### config.mk
export PLATFORM = sky130hd
export DESIGN_NAME = limn_core
export DESIGN_NICKNAME = d
export VERILOG_FILES = /design/src/design/limn_pkg.sv /design/src/design/limn_ifs.sv /design/src/design/limn_core.sv /design/src/design/limn_sequencer.sv /design/src/design/limn_execute.sv /design/src/design/limn_alu.sv /design/src/design/limn_regfile.sv /design/src/design/limn_decoder.sv
export SDC_FILE = /design/constraint.sdc
export NUM_CORES = 2
export LEC_CHECK = 0
export ABC_AREA = 1
export BUFFER_PORTS_ARGS = -buffer_cell sky130_fd_sc_hd__buf_2
export CAP_MARGIN = 20
export CORE_ASPECT_RATIO = 1.1
export CORE_MARGIN = 3
export CORE_UTILIZATION = 33
export DETAILED_ROUTE_END_ITERATION = 8
export GPL_ROUTABILITY_DRIVEN = 1
export PLACE_DENSITY = 0.55
export SLEW_MARGIN = 20
export SYNTH_ARGS = -nofsm -noshare
export SYNTH_HDL_FRONTEND = slang
export SYNTH_SLANG_ARGS = --single-unit
### constraint.sdc
create_clock -name clk -period 6.8 [get_ports clk]
set_input_delay 0.34 -clock clk [delete_from_list [all_inputs] [get_ports clk]]
set_output_delay 0.34 -clock clk [all_outputs]
set_load 0.02 [all_outputs]
### src/design/limn_pkg.sv
package limn_pkg;

    ////////////////////
    // Widths and fixed values
    ////////////////////
    localparam int XLEN      = 32;
    localparam int REG_IDX_W = 5;
    localparam int NUM_REGS  = 32;

    localparam logic [REG_IDX_W-1:0] REG_LR = 5'd31;      // Link register for JAL
    localparam logic [XLEN-1:0]      RESET_PC = 32'h0;
    localparam logic [31:0]          INSN_NOP = 32'h0;    // Internal true no-op

    ////////////////////
    // Instruction classes, bits 2:0
    ////////////////////
    localparam logic [2:0] CLS_NOP    = 3'b000;
    localparam logic [2:0] CLS_ALU_R  = 3'b001;
    localparam logic [2:0] CLS_STORE  = 3'b010;
    localparam logic [2:0] CLS_LOAD   = 3'b011;
    localparam logic [2:0] CLS_ALU_I  = 3'b100;
    localparam logic [2:0] CLS_BRANCH = 3'b101;
    localparam logic [2:0] CLS_J      = 3'b110;
    localparam logic [2:0] CLS_JAL    = 3'b111;

    // ALU ops, sub-op field bits 5:3
    localparam logic [2:0] ALU_NOR  = 3'b000;             // LUI in the immediate class
    localparam logic [2:0] ALU_OR   = 3'b001;
    localparam logic [2:0] ALU_XOR  = 3'b010;
    localparam logic [2:0] ALU_AND  = 3'b011;
    localparam logic [2:0] ALU_SLTS = 3'b100;
    localparam logic [2:0] ALU_SLT  = 3'b101;
    localparam logic [2:0] ALU_SUB  = 3'b110;
    localparam logic [2:0] ALU_ADD  = 3'b111;

    // Branch conditions on ra
    localparam logic [2:0] BR_EQ = 3'b000;
    localparam logic [2:0] BR_NE = 3'b001;
    localparam logic [2:0] BR_LT = 3'b010;

    // Sequencer states
    localparam logic [1:0] ST_FETCH = 2'd0;
    localparam logic [1:0] ST_EXEC  = 2'd1;
    localparam logic [1:0] ST_MEM   = 2'd2;

    ////////////////////
    // Instruction word views
    ////////////////////
    typedef union packed {
        struct packed {
            logic [15:0]          imm16;
            logic [REG_IDX_W-1:0] ra;
            logic [REG_IDX_W-1:0] rd;
            logic [2:0]           sub_op;
            logic [2:0]           cls;
        } i_fmt;
        struct packed {
            logic [5:0]           rsvd;
            logic [4:0]           shamt;
            logic [REG_IDX_W-1:0] rb;
            logic [REG_IDX_W-1:0] ra;
            logic [REG_IDX_W-1:0] rd;
            logic [2:0]           sub_op;
            logic [2:0]           cls;
        } r_fmt;
        struct packed {
            logic [25:0]          target;  // Word address
            logic [2:0]           sub_op;
            logic [2:0]           cls;
        } j_fmt;
    } insn_u;

endpackage
### src/design/limn_ifs.sv
`timescale 1ns/1ps

// Decoded fields of the held instruction
interface dec_if;
    logic is_alu_r, is_alu_i, is_lui, is_load;
    logic is_store, is_branch, is_jump, is_link;
    logic [2:0]                     sub_op;
    logic [limn_pkg::REG_IDX_W-1:0] rd, ra, rb;
    logic [4:0]                     shamt;
    logic [15:0]                    imm16;
    logic [25:0]                    target;

    modport driver (output is_alu_r, is_alu_i, is_lui, is_load, is_store, is_branch,
                    is_jump, is_link, sub_op, rd, ra, rb, shamt, imm16, target);
    modport receiver (input is_alu_r, is_alu_i, is_lui, is_load, is_store, is_branch,
                      is_jump, is_link, sub_op, rd, ra, rb, shamt, imm16, target);
endinterface

// Two read ports, one write port
interface rf_if;
    logic [limn_pkg::REG_IDX_W-1:0] ra_idx, rb_idx;
    logic [limn_pkg::XLEN-1:0]      ra_data, rb_data;
    logic                           wr_en;
    logic [limn_pkg::REG_IDX_W-1:0] wr_idx;
    logic [limn_pkg::XLEN-1:0]      wr_data;

    modport regfile (input ra_idx, rb_idx, wr_en, wr_idx, wr_data,
                     output ra_data, rb_data);
    modport reader (output ra_idx, rb_idx, input ra_data, rb_data);
    modport writer (output wr_en, wr_idx, wr_data);
endinterface

### src/design/limn_core.sv
`timescale 1ns/1ps

module limn_core (
    input  logic                      clk,
    input  logic                      arst_n,
    input  logic                      rdy,
    input  logic [limn_pkg::XLEN-1:0] data_in,
    output logic [limn_pkg::XLEN-1:0] addr,
    output logic [limn_pkg::XLEN-1:0] data_out,
    output logic                      we,
    output logic                      cs
);

    limn_pkg::insn_u           insn;
    logic [limn_pkg::XLEN-1:0] pc;
    logic [limn_pkg::XLEN-1:0] alu_result;
    logic                      take_branch;
    logic [limn_pkg::XLEN-1:0] next_pc;
    logic [limn_pkg::XLEN-1:0] mem_addr;
    logic [limn_pkg::XLEN-1:0] store_data;

    dec_if dec ();
    rf_if  rf ();

    ////////////////////
    // Units
    ////////////////////
    limn_sequencer u_seq (
        .clk         (clk),
        .arst_n      (arst_n),
        .rdy         (rdy),
        .data_in     (data_in),
        .addr        (addr),
        .data_out    (data_out),
        .we          (we),
        .cs          (cs),
        .insn        (insn),
        .pc          (pc),
        .dec         (dec.receiver),
        .rf          (rf.writer),
        .alu_result  (alu_result),
        .take_branch (take_branch),
        .next_pc     (next_pc),
        .mem_addr    (mem_addr),
        .store_data  (store_data)
    );

    limn_decoder u_dec (
        .insn (insn),
        .dec  (dec.driver)
    );

    limn_regfile u_rf (
        .clk    (clk),
        .arst_n (arst_n),
        .rf     (rf.regfile)
    );

    limn_execute u_exe (
        .dec         (dec.receiver),
        .rf          (rf.reader),
        .pc          (pc),
        .alu_result  (alu_result),
        .take_branch (take_branch),
        .next_pc     (next_pc),
        .mem_addr    (mem_addr),
        .store_data  (store_data)
    );

endmodule

### src/design/limn_sequencer.sv
`timescale 1ns/1ps

module limn_sequencer (
    input  logic                      clk,
    input  logic                      arst_n,
    input  logic                      rdy,
    input  logic [limn_pkg::XLEN-1:0] data_in,
    output logic [limn_pkg::XLEN-1:0] addr,
    output logic [limn_pkg::XLEN-1:0] data_out,
    output logic                      we,
    output logic                      cs,
    output limn_pkg::insn_u           insn,
    output logic [limn_pkg::XLEN-1:0] pc,
    dec_if.receiver                   dec,
    rf_if.writer                      rf,
    input  logic [limn_pkg::XLEN-1:0] alu_result,
    input  logic                      take_branch,
    input  logic [limn_pkg::XLEN-1:0] next_pc,
    input  logic [limn_pkg::XLEN-1:0] mem_addr,
    input  logic [limn_pkg::XLEN-1:0] store_data
);

    logic [1:0]                state;
    logic                      mem_op;
    logic                      mem_done;
    logic [limn_pkg::XLEN-1:0] pc_commit;

    assign mem_op    = dec.is_load | dec.is_store;
    assign mem_done  = (state == limn_pkg::ST_MEM) & rdy;
    assign pc_commit = take_branch ? next_pc : pc + 32'd4;

    ////////////////////
    // Retire write-back
    ////////////////////
    assign rf.wr_en = ((state == limn_pkg::ST_EXEC) &
                       (dec.is_alu_r | dec.is_alu_i | dec.is_link)) |
                      (mem_done & dec.is_load);
    assign rf.wr_idx  = dec.rd;
    assign rf.wr_data = (state == limn_pkg::ST_MEM) ? data_in : alu_result;

    ////////////////////
    // State, pc and bus control
    ////////////////////
    always_ff @(posedge clk or negedge arst_n) begin
        if (!arst_n) begin
            state <= limn_pkg::ST_FETCH;
            pc    <= limn_pkg::RESET_PC;
            cs    <= 1'b0;
            we    <= 1'b0;
            insn  <= limn_pkg::INSN_NOP;
        end else begin
            case (state)
                limn_pkg::ST_FETCH: begin
                    if (!cs) begin
                        cs <= 1'b1;                     // Only right after reset
                    end else if (rdy) begin
                        insn  <= data_in;
                        cs    <= 1'b0;
                        state <= limn_pkg::ST_EXEC;
                    end
                end
                limn_pkg::ST_EXEC: begin
                    cs <= 1'b1;                         // Next phase starts now
                    if (mem_op) begin
                        we    <= dec.is_store;
                        state <= limn_pkg::ST_MEM;
                    end else begin
                        pc    <= pc_commit;
                        state <= limn_pkg::ST_FETCH;
                    end
                end
                limn_pkg::ST_MEM: begin
                    if (rdy) begin
                        we    <= 1'b0;                  // cs stays up for the fetch
                        pc    <= pc_commit;
                        state <= limn_pkg::ST_FETCH;
                    end
                end
                default: state <= limn_pkg::ST_FETCH;
            endcase
        end
    end

    // Address and write data, held while waiting on rdy
    always_ff @(posedge clk or negedge arst_n) begin
        if (!arst_n) begin
            addr     <= '0;
            data_out <= '0;
        end else if ((state == limn_pkg::ST_FETCH) && !cs) begin
            addr <= pc;
        end else if (state == limn_pkg::ST_EXEC) begin
            if (mem_op) begin
                addr     <= mem_addr;
                data_out <= store_data;
            end else begin
                addr <= pc_commit;
            end
        end else if (mem_done) begin
            addr <= pc_commit;
        end
    end

endmodule

### src/design/limn_execute.sv
`timescale 1ns/1ps

module limn_execute (
    dec_if.receiver                   dec,
    rf_if.reader                      rf,
    input  logic [limn_pkg::XLEN-1:0] pc,
    output logic [limn_pkg::XLEN-1:0] alu_result,
    output logic                      take_branch,
    output logic [limn_pkg::XLEN-1:0] next_pc,     // Redirect target
    output logic [limn_pkg::XLEN-1:0] mem_addr,
    output logic [limn_pkg::XLEN-1:0] store_data
);

    localparam int W = limn_pkg::XLEN;

    logic [W-1:0] imm_ext;
    logic [W-1:0] alu_b;
    logic [W-1:0] alu_y;
    logic [W-1:0] pc_plus4;
    logic [W-1:0] eff_addr;
    logic         cond_hit;

    // Stores read the data register through port b
    assign rf.ra_idx = dec.ra;
    assign rf.rb_idx = dec.is_store ? dec.rd : dec.rb;

    assign imm_ext = {{(W-16){1'b0}}, dec.imm16};
    assign alu_b   = dec.is_alu_i ? imm_ext : (rf.rb_data << dec.shamt);

    limn_alu u_alu (
        .op  (dec.sub_op),
        .lui (dec.is_lui),
        .a   (rf.ra_data),
        .b   (alu_b),
        .y   (alu_y)
    );

    assign pc_plus4   = pc + 32'd4;
    assign alu_result = dec.is_link ? pc_plus4 : alu_y;  // JAL link value

    ////////////////////
    // Branch decision
    ////////////////////
    always_comb begin
        case (dec.sub_op)
            limn_pkg::BR_EQ: cond_hit = (rf.ra_data == '0);
            limn_pkg::BR_NE: cond_hit = (rf.ra_data != '0);
            limn_pkg::BR_LT: cond_hit = rf.ra_data[W-1];
            default:         cond_hit = 1'b0;
        endcase
    end

    assign take_branch = (dec.is_branch & cond_hit) | dec.is_jump;
    assign next_pc = dec.is_jump ? {{(W-28){1'b0}}, dec.target, 2'b00}
                                 : pc + (imm_ext << 2);

    // Word access, low two bits dropped
    assign eff_addr   = rf.ra_data + imm_ext;
    assign mem_addr   = {eff_addr[W-1:2], 2'b00};
    assign store_data = rf.rb_data;

endmodule

### src/design/limn_alu.sv
`timescale 1ns/1ps

module limn_alu (
    input  logic [2:0]                op,
    input  logic                      lui,
    input  logic [limn_pkg::XLEN-1:0] a,
    input  logic [limn_pkg::XLEN-1:0] b,
    output logic [limn_pkg::XLEN-1:0] y
);

    localparam int W = limn_pkg::XLEN;

    always_comb begin
        if (lui) begin
            y = a | (b << 16);                          // Upper half from imm
        end else begin
            case (op)
                limn_pkg::ALU_NOR:  y = ~(a | b);
                limn_pkg::ALU_OR:   y = a | b;
                limn_pkg::ALU_XOR:  y = a ^ b;
                limn_pkg::ALU_AND:  y = a & b;
                limn_pkg::ALU_SLTS: y = {{(W-1){1'b0}}, $signed(a) < $signed(b)};
                limn_pkg::ALU_SLT:  y = {{(W-1){1'b0}}, a < b};
                limn_pkg::ALU_SUB:  y = a - b;
                limn_pkg::ALU_ADD:  y = a + b;
            endcase
        end
    end

endmodule

### src/design/limn_regfile.sv
`timescale 1ns/1ps

module limn_regfile (
    input  logic clk,
    input  logic arst_n,
    rf_if.regfile rf
);

    logic [limn_pkg::XLEN-1:0] regs [limn_pkg::NUM_REGS];

    always_ff @(posedge clk or negedge arst_n) begin
        if (!arst_n) begin
            for (int i = 0; i < limn_pkg::NUM_REGS; i++) begin
                regs[i] <= '0;
            end
        end else if (rf.wr_en && (rf.wr_idx != '0)) begin  // r0 writes dropped
            regs[rf.wr_idx] <= rf.wr_data;
        end
    end

    // Combinational reads, r0 hardwired
    assign rf.ra_data = (rf.ra_idx == '0) ? '0 : regs[rf.ra_idx];
    assign rf.rb_data = (rf.rb_idx == '0) ? '0 : regs[rf.rb_idx];

endmodule

### src/design/limn_decoder.sv
`timescale 1ns/1ps

module limn_decoder (
    input  limn_pkg::insn_u insn,
    dec_if.driver           dec
);

    ////////////////////
    // Class strobes
    ////////////////////
    always_comb begin
        dec.is_alu_r  = 1'b0;
        dec.is_alu_i  = 1'b0;
        dec.is_lui    = 1'b0;
        dec.is_load   = 1'b0;
        dec.is_store  = 1'b0;
        dec.is_branch = 1'b0;
        dec.is_jump   = 1'b0;
        dec.is_link   = 1'b0;
        case (insn.i_fmt.cls)
            limn_pkg::CLS_NOP:    ;                        // Nothing raised
            limn_pkg::CLS_ALU_R:  dec.is_alu_r = 1'b1;
            limn_pkg::CLS_STORE:  dec.is_store = 1'b1;
            limn_pkg::CLS_LOAD:   dec.is_load  = 1'b1;
            limn_pkg::CLS_ALU_I: begin
                dec.is_alu_i = 1'b1;
                // Sub-op 000 is LUI here, not NOR
                dec.is_lui   = (insn.i_fmt.sub_op == 3'b000);
            end
            limn_pkg::CLS_BRANCH: dec.is_branch = 1'b1;
            limn_pkg::CLS_J:      dec.is_jump   = 1'b1;
            limn_pkg::CLS_JAL: begin
                dec.is_jump = 1'b1;
                dec.is_link = 1'b1;
            end
        endcase
    end

    ////////////////////
    // Fields
    ////////////////////
    assign dec.sub_op = insn.i_fmt.sub_op;
    assign dec.ra     = insn.i_fmt.ra;
    assign dec.rb     = insn.r_fmt.rb;
    assign dec.shamt  = insn.r_fmt.shamt;
    assign dec.imm16  = insn.i_fmt.imm16;
    assign dec.target = insn.j_fmt.target;

    // JAL writes the link register, whatever bits 10:6 hold
    assign dec.rd = (insn.j_fmt.cls == limn_pkg::CLS_JAL) ? limn_pkg::REG_LR
                                                           : insn.i_fmt.rd;

endmodule

## Word-level counts from Yosys, hierarchy flattened

Cells that the tools add are included.

- Bitwise logic cells: 18
- Mux-type cells: 47
- Magnitude comparators: 6
- Add/subtract/negate cells: 5
- Eq/ne operators: 21
- Shifts and indexed selects: 1
- Reductions and logical operators: 20

Operator list:

| operator | count |
|---|---|
| 1024-bit bitwise mux | 1 |
| 32-bit two-way mux | 19 |
| 32-bit binary-select mux with 5-bit select | 2 |
| 32-bit one-hot mux with 8 select lines | 1 |
| 32-bit demux with 5-bit select | 1 |
| 32-bit < comparator | 2 |
| 32-bit bitwise OR | 2 |
| 32-bit one-hot mux with 2 select lines | 1 |
| 32-bit by 16-bit adder with 32-bit output | 1 |
| 32-bit by 18-bit adder with 32-bit output | 1 |
| 32-bit by 3-bit adder with 32-bit output, second input constant | 1 |
| 32-bit adder | 1 |
| 32-bit AND | 1 |
| 32-bit zero test | 1 |
| 32-bit NOT | 1 |
| 32-bit nonzero test | 1 |
| 32-bit by 5-bit left shift with 32-bit output | 1 |
| 32-bit subtractor | 1 |
| 32-bit bitwise XOR | 1 |
| 3-bit == test, second input constant | 8 |
| 6-bit >= comparator, second input constant | 3 |
| 5-bit NOT with 6-bit output | 3 |
| 3-bit AND reduction | 5 |
| 3-bit by 2-bit == test with 1-bit output, second input constant | 4 |
| other kinds (24) | 55 |

- Word-level logic and storage cells: 157
- Input bits: 35
- Flip-flop bits (word level): 1156

## Logic depth before layout (Yosys ltp)

- Word-level depth: 17
- Mapped depth: 47
- Mapped depth without buffers: 43

## Cells and area by module

A second synthesis with hierarchy kept.

- Cells, all modules: 12337
- Area, all modules: 79692.7 µm²

By module, submodules not included:

| module | area each (µm²) | instances | cells an instance | sequential area each (µm²) |
|---|---|---|---|---|
| limn_regfile | 57948.1 | 1 | 8368 | 25624.6 |
| limn_alu | 7121.8 | 1 | 1455 | 0.0 |
| limn_sequencer | 7119.3 | 1 | 977 | 3303.2 |
| limn_execute | 6935.4 | 1 | 1449 | 0.0 |
| limn_decoder | 568.0 | 1 | 88 | 0.0 |

## Worst setup path before layout

Ideal clock, no wire load.

- Path type: flip-flop to flip-flop
- Start: register u_seq.insn[2] (netlist bit)
- End: register u_rf.regs[127] (netlist bit)
- Clock period less this slack: 5.114 ns
- Slack: 1.686 ns
- Stages on the path, launching flop included: 41
- Data arrival time: 4.996 ns
- Path buffers: 7
- Required time: 6.682 ns
- Path through: dfrtp_1 > nor2_4 > nand2_4 > buf_12 > nand2_1 > o21ai_2 > buf_2 > buf_4 > buf_2 > buf_4 > o211ai_1 > nand3_1 > nand2_1 > nor2_1 > o31ai_1 > a31oi_1 > nand2_1 > nand3_1 > [5 not listed] > clkbuf_1 > inv_1 > a21oi_1 > o21ai_0 > a21oi_1 > nand3_1 > a21o_1 > a21o_1 > nand2_1 > nand3_1 > nand3_1 > nand3_1 > nand3b_1 > nand3_1 > nand2_1 > buf_4 > nand3_1 > nand2_1

- Longest elaborated chain between the ends: 17
- Elaborated cells on any way between the ends: 46
- Those cells by class: 2 x add/sub; 2 x order compare; 5 x eq/ne; 1 x shift; 20 x mux; 12 x bitwise; 4 x reduce/logical

RTL lines:

| element | RTL line | RTL |
|---|---|---|
| start, declared | limn_sequencer.sv:12 | `output limn_pkg::insn_u insn,` |
| start signal, assigned | limn_sequencer.sv:50 | `insn <= limn_pkg::INSN_NOP;` |
| start signal, assigned | limn_sequencer.sv:57 | `insn <= data_in;` |
| branches (longest 17 deep; another with 32-bit adder) | n/a |  |
| end signal, assigned by index | limn_regfile.sv:17 | `regs[rf.wr_idx] <= rf.wr_data;` |
| end, declared | limn_regfile.sv:9 | `logic [limn_pkg::XLEN-1:0] regs [limn_pkg::NUM_REGS];` |

Several ways; the timed one is not identified. The select of a mux whose other input is x is not followed.
A chain may end at the register's enable or synchronous reset.

## Final worst setup path

- Start: register u_seq.insn[0] (netlist bit)
- End: register u_rf.regs[189] (netlist bit)

Same word-level chain as after synthesis.

==> reports/results.ini <==
[global_routing]
grt_overflow = 0
grt_usage_pct = 33.3
antenna_found_initial = 26
grt_pass1_vias = 80700
grt_pass1_wl_microns = 582000
grt_start_max_net_pins = 157

[sta]
final_hold_viol_count = 0
skew_ps = 38.9
final_max_slew_viol_count = 0
rsz0062_at_grt = true
tightest_slew_ps = 1240
finalWorstSetupSlack_ps = 136
max_freq_mhz = 150
period_share_pct = 98.0
min_period_ps = 6660
finalSetupViolations = 0
relSlewSlack_pct = 17.3

[route]
drc = 0
drt_iter0_markers = 12800
dr_total_vias = 86800
viasPerCell = 5.81
drt-total-wl_microns = 411000
wire_per_inst_microns = 27.5
dr.pass1.iters = 7
ant_nets = 0

[setup_path]
cp_slowest_stage_delay_ps = 410
worstRegToRegCells = 38
worst_path_max_delay_cell = dfrtp_1
cpLargestDelayFamily = simple AND/OR/NAND/NOR gates
critPathLaunchType = flip-flop
r2r-start = u_seq.insn[0]
r2r_end = u_rf.regs[189]
cp-end-kind = flip-flop
worst-path-max-fanout = 31
worstPathRequired_ps = 7500
path_buf_inv = 8
path_class = reg2reg
r2r_slack_ps = 140
worst-path-stages = 38
crit_top_cell = nand2_1
arrival_ps = 7370

[yosys]
syn_area_per_cell_sq_um = 6.50
dominantRegCellSynth = dfrtp_1
netlist.area_leader.share_pct = 38.0
ys_ff_latch = 1156
synthTopCellsByArea = dfrtp_1 (38%), nand2_1 (25%), nand3_1 (12%)
yosys.area.top_type = dfrtp_1
yosys-top-cells-count = nand2_1 (5010), nand3_1 (1751), dfrtp_1 (1156), o21ai_0 (675), nor2_1 (520)
netlist_area_sq_um = 76100
yosysMostFrequentCell = nand2_1
synth_cell_types = 57
synthArstFlopShare_pct = 100
netlist_instances = 11700
ys_warn_count = 0
syn-num-nets = 11900
ys_seq_area_share_pct = 38.0
synth_edf_count = 0

[placed_design]
place_hpwl_microns = 265000
portBuffers = 100
place_ws_ps = -233
gp_congestion = 1.02

[clock_tree]
cts-buffers-inserted = 139
ctsLongestPathBuffers = 3
cts_root_buf = clkbuf_16
clock_latency_ps = 840
cts.clk_slew.worst_paths_ps = 60
cts_sinks = 1156
cts_tree = done
cts_max_level = 4

[floorplanning]
fp.dieW_microns = 464
ios = 101
die_h_microns = 510
start_util_pct = 33.2
coreArea_sq_um = 229000
die_area_sq_um = 237000
placementRows = 184

[outcome]
status = finished, final reports clean

[flow_run]
drv_cap = 0

[finish]
num-nets-final = 11900
syn_to_final_growth_pct = 16.7
drive_above_1_share_pct = 9.98

[worst_hold_path]
hold_path.class = in2async

==> cells in the final DEF, fill, tap and decap left out, types with 12 or more instances in the layout <==
| master | count |
|---|---|
| o21ai_0 | 664 |
| inv_1 | 442 |
| nor2_4 | 20 |
| clkbuf_1 | 32 |
| dlygate4sd3_1 | 34 |
| inv_2 | 34 |
| or2_2 | 16 |
| nand2_2 | 21 |
| nand3_1 | 1742 |
| o22ai_1 | 28 |
| a31oi_1 | 49 |
| o221ai_1 | 25 |
| nand2_1 | 4989 |
| nor2_1 | 505 |
| buf_2 | 99 |
| clkbuf_8 | 27 |
| o31ai_1 | 54 |
| buf_16 | 15 |
| clkinv_2 | 24 |
| a221oi_1 | 12 |
| buf_4 | 541 |
| nand3b_1 | 12 |
| ha_1 | 121 |
| nor3_2 | 17 |
| nor3_1 | 31 |
| xor2_1 | 49 |
| nand4_1 | 36 |
| dfrtp_1 | 1150 |
| buf_12 | 97 |
| o21ai_1 | 35 |
| clkbuf_16 | 160 |
| a21oi_1 | 486 |
| o211ai_1 | 107 |
==> logic make-up after synthesis <==
kind of cell             Yosys count  share of synthesized area (%)
XOR/XNOR                          60                          0.690
AND/OR/NAND/NOR                 7438                           40.1
adder cells (fa/ha/maj)          131                           2.18
buffers and inverters           1393                           7.78
AO/OA/AOI/OAI                   1541                           11.2
flip-flops                      1156                           38.0
==> how the worst max path moves through the flow <==
stage | from | endpoint | slack, ps
floorplan | u_seq.insn[2] | u_rf.regs[127] | 1690
global placement | u_seq.insn[2] | u_rf.regs[154] | -290
detailed placement | u_seq.insn[2] | u_rf.regs[810] | -230
CTS | u_seq.insn[2] | u_rf.regs[282] | 4
global route | u_seq.insn[0] | u_rf.regs[224] | -20
finish | u_seq.insn[0] | u_rf.regs[189] | 140
==> worst register-to-register path: cells and delay by family, from the launching register on <==
kind,cells,cell delay [ps]
compound gates,11,1990
fa+ha+maj,1,410
buf+inv,8,1670
flops,1,410
simple gates,18,2110
==> registers in the layout (all words and copies together), names as in the netlist <==
| register | flops |
|---|---|
| u_rf.regs | 1024 |
| u_seq.addr | 32 |
| u_seq.data_out | 32 |
| u_seq.insn | 32 |
| u_seq.pc | 32 |
| u_seq.state | 2 |
| u_seq.cs | 1 |
| u_seq.we | 1 |
==> layer usage <==
| metal | vias to the layer above | GRT usage, % | wire, microns |
|---|---|---|---|
| met5 | - | 0 | 93 |
| met3 | 1323 | 7.59 | 45500 |
| met4 | 14 | 20.7 | 30400 |
| met2 | 5744 | 50.3 | 175000 |
| met1 | 41600 | 43.1 | 160000 |
| li1 | 38100 | - | - |
==> layout make-up <==
type	instances	area, sq um
multi-input cells	9174	41900
diodes	5	12.5
clock buffers	202	4070
well taps	3069	3840
fillers	24100	140000
flip-flops and latches	1156	28900
clock inverters	41	427
inverters	492	1880
repair buffers	807	7720
==> through the flow <==
step	area, sq um	instances	util (%)	setup TNS (ps)	hold WS (ps)
floorplan	76100	11700	-	0	44.4
global placement	82800	14600	36.1	-26060	380
detailed placement	82800	14600	36.2	-20970	385
CTS	87700	14900	38.3	0	125
global route	88800	14900	38.8	-114	152
finish	88800	14900	38.8	0	62.5
==> timing repair <==
item / CTS / global route
pin swaps: 0 / 18
setup buffers: 0 / 27
cloned: 0 / 21
setup endpoints to repair: 155 / 761
endpoints found under the hold margin: 125 / 0
resized for setup: 10 / 92
hold buffers: 34 / 0
Power is not shown: default switching activity piles up to over one toggle a cycle in this logic, so the estimate is an artifact.
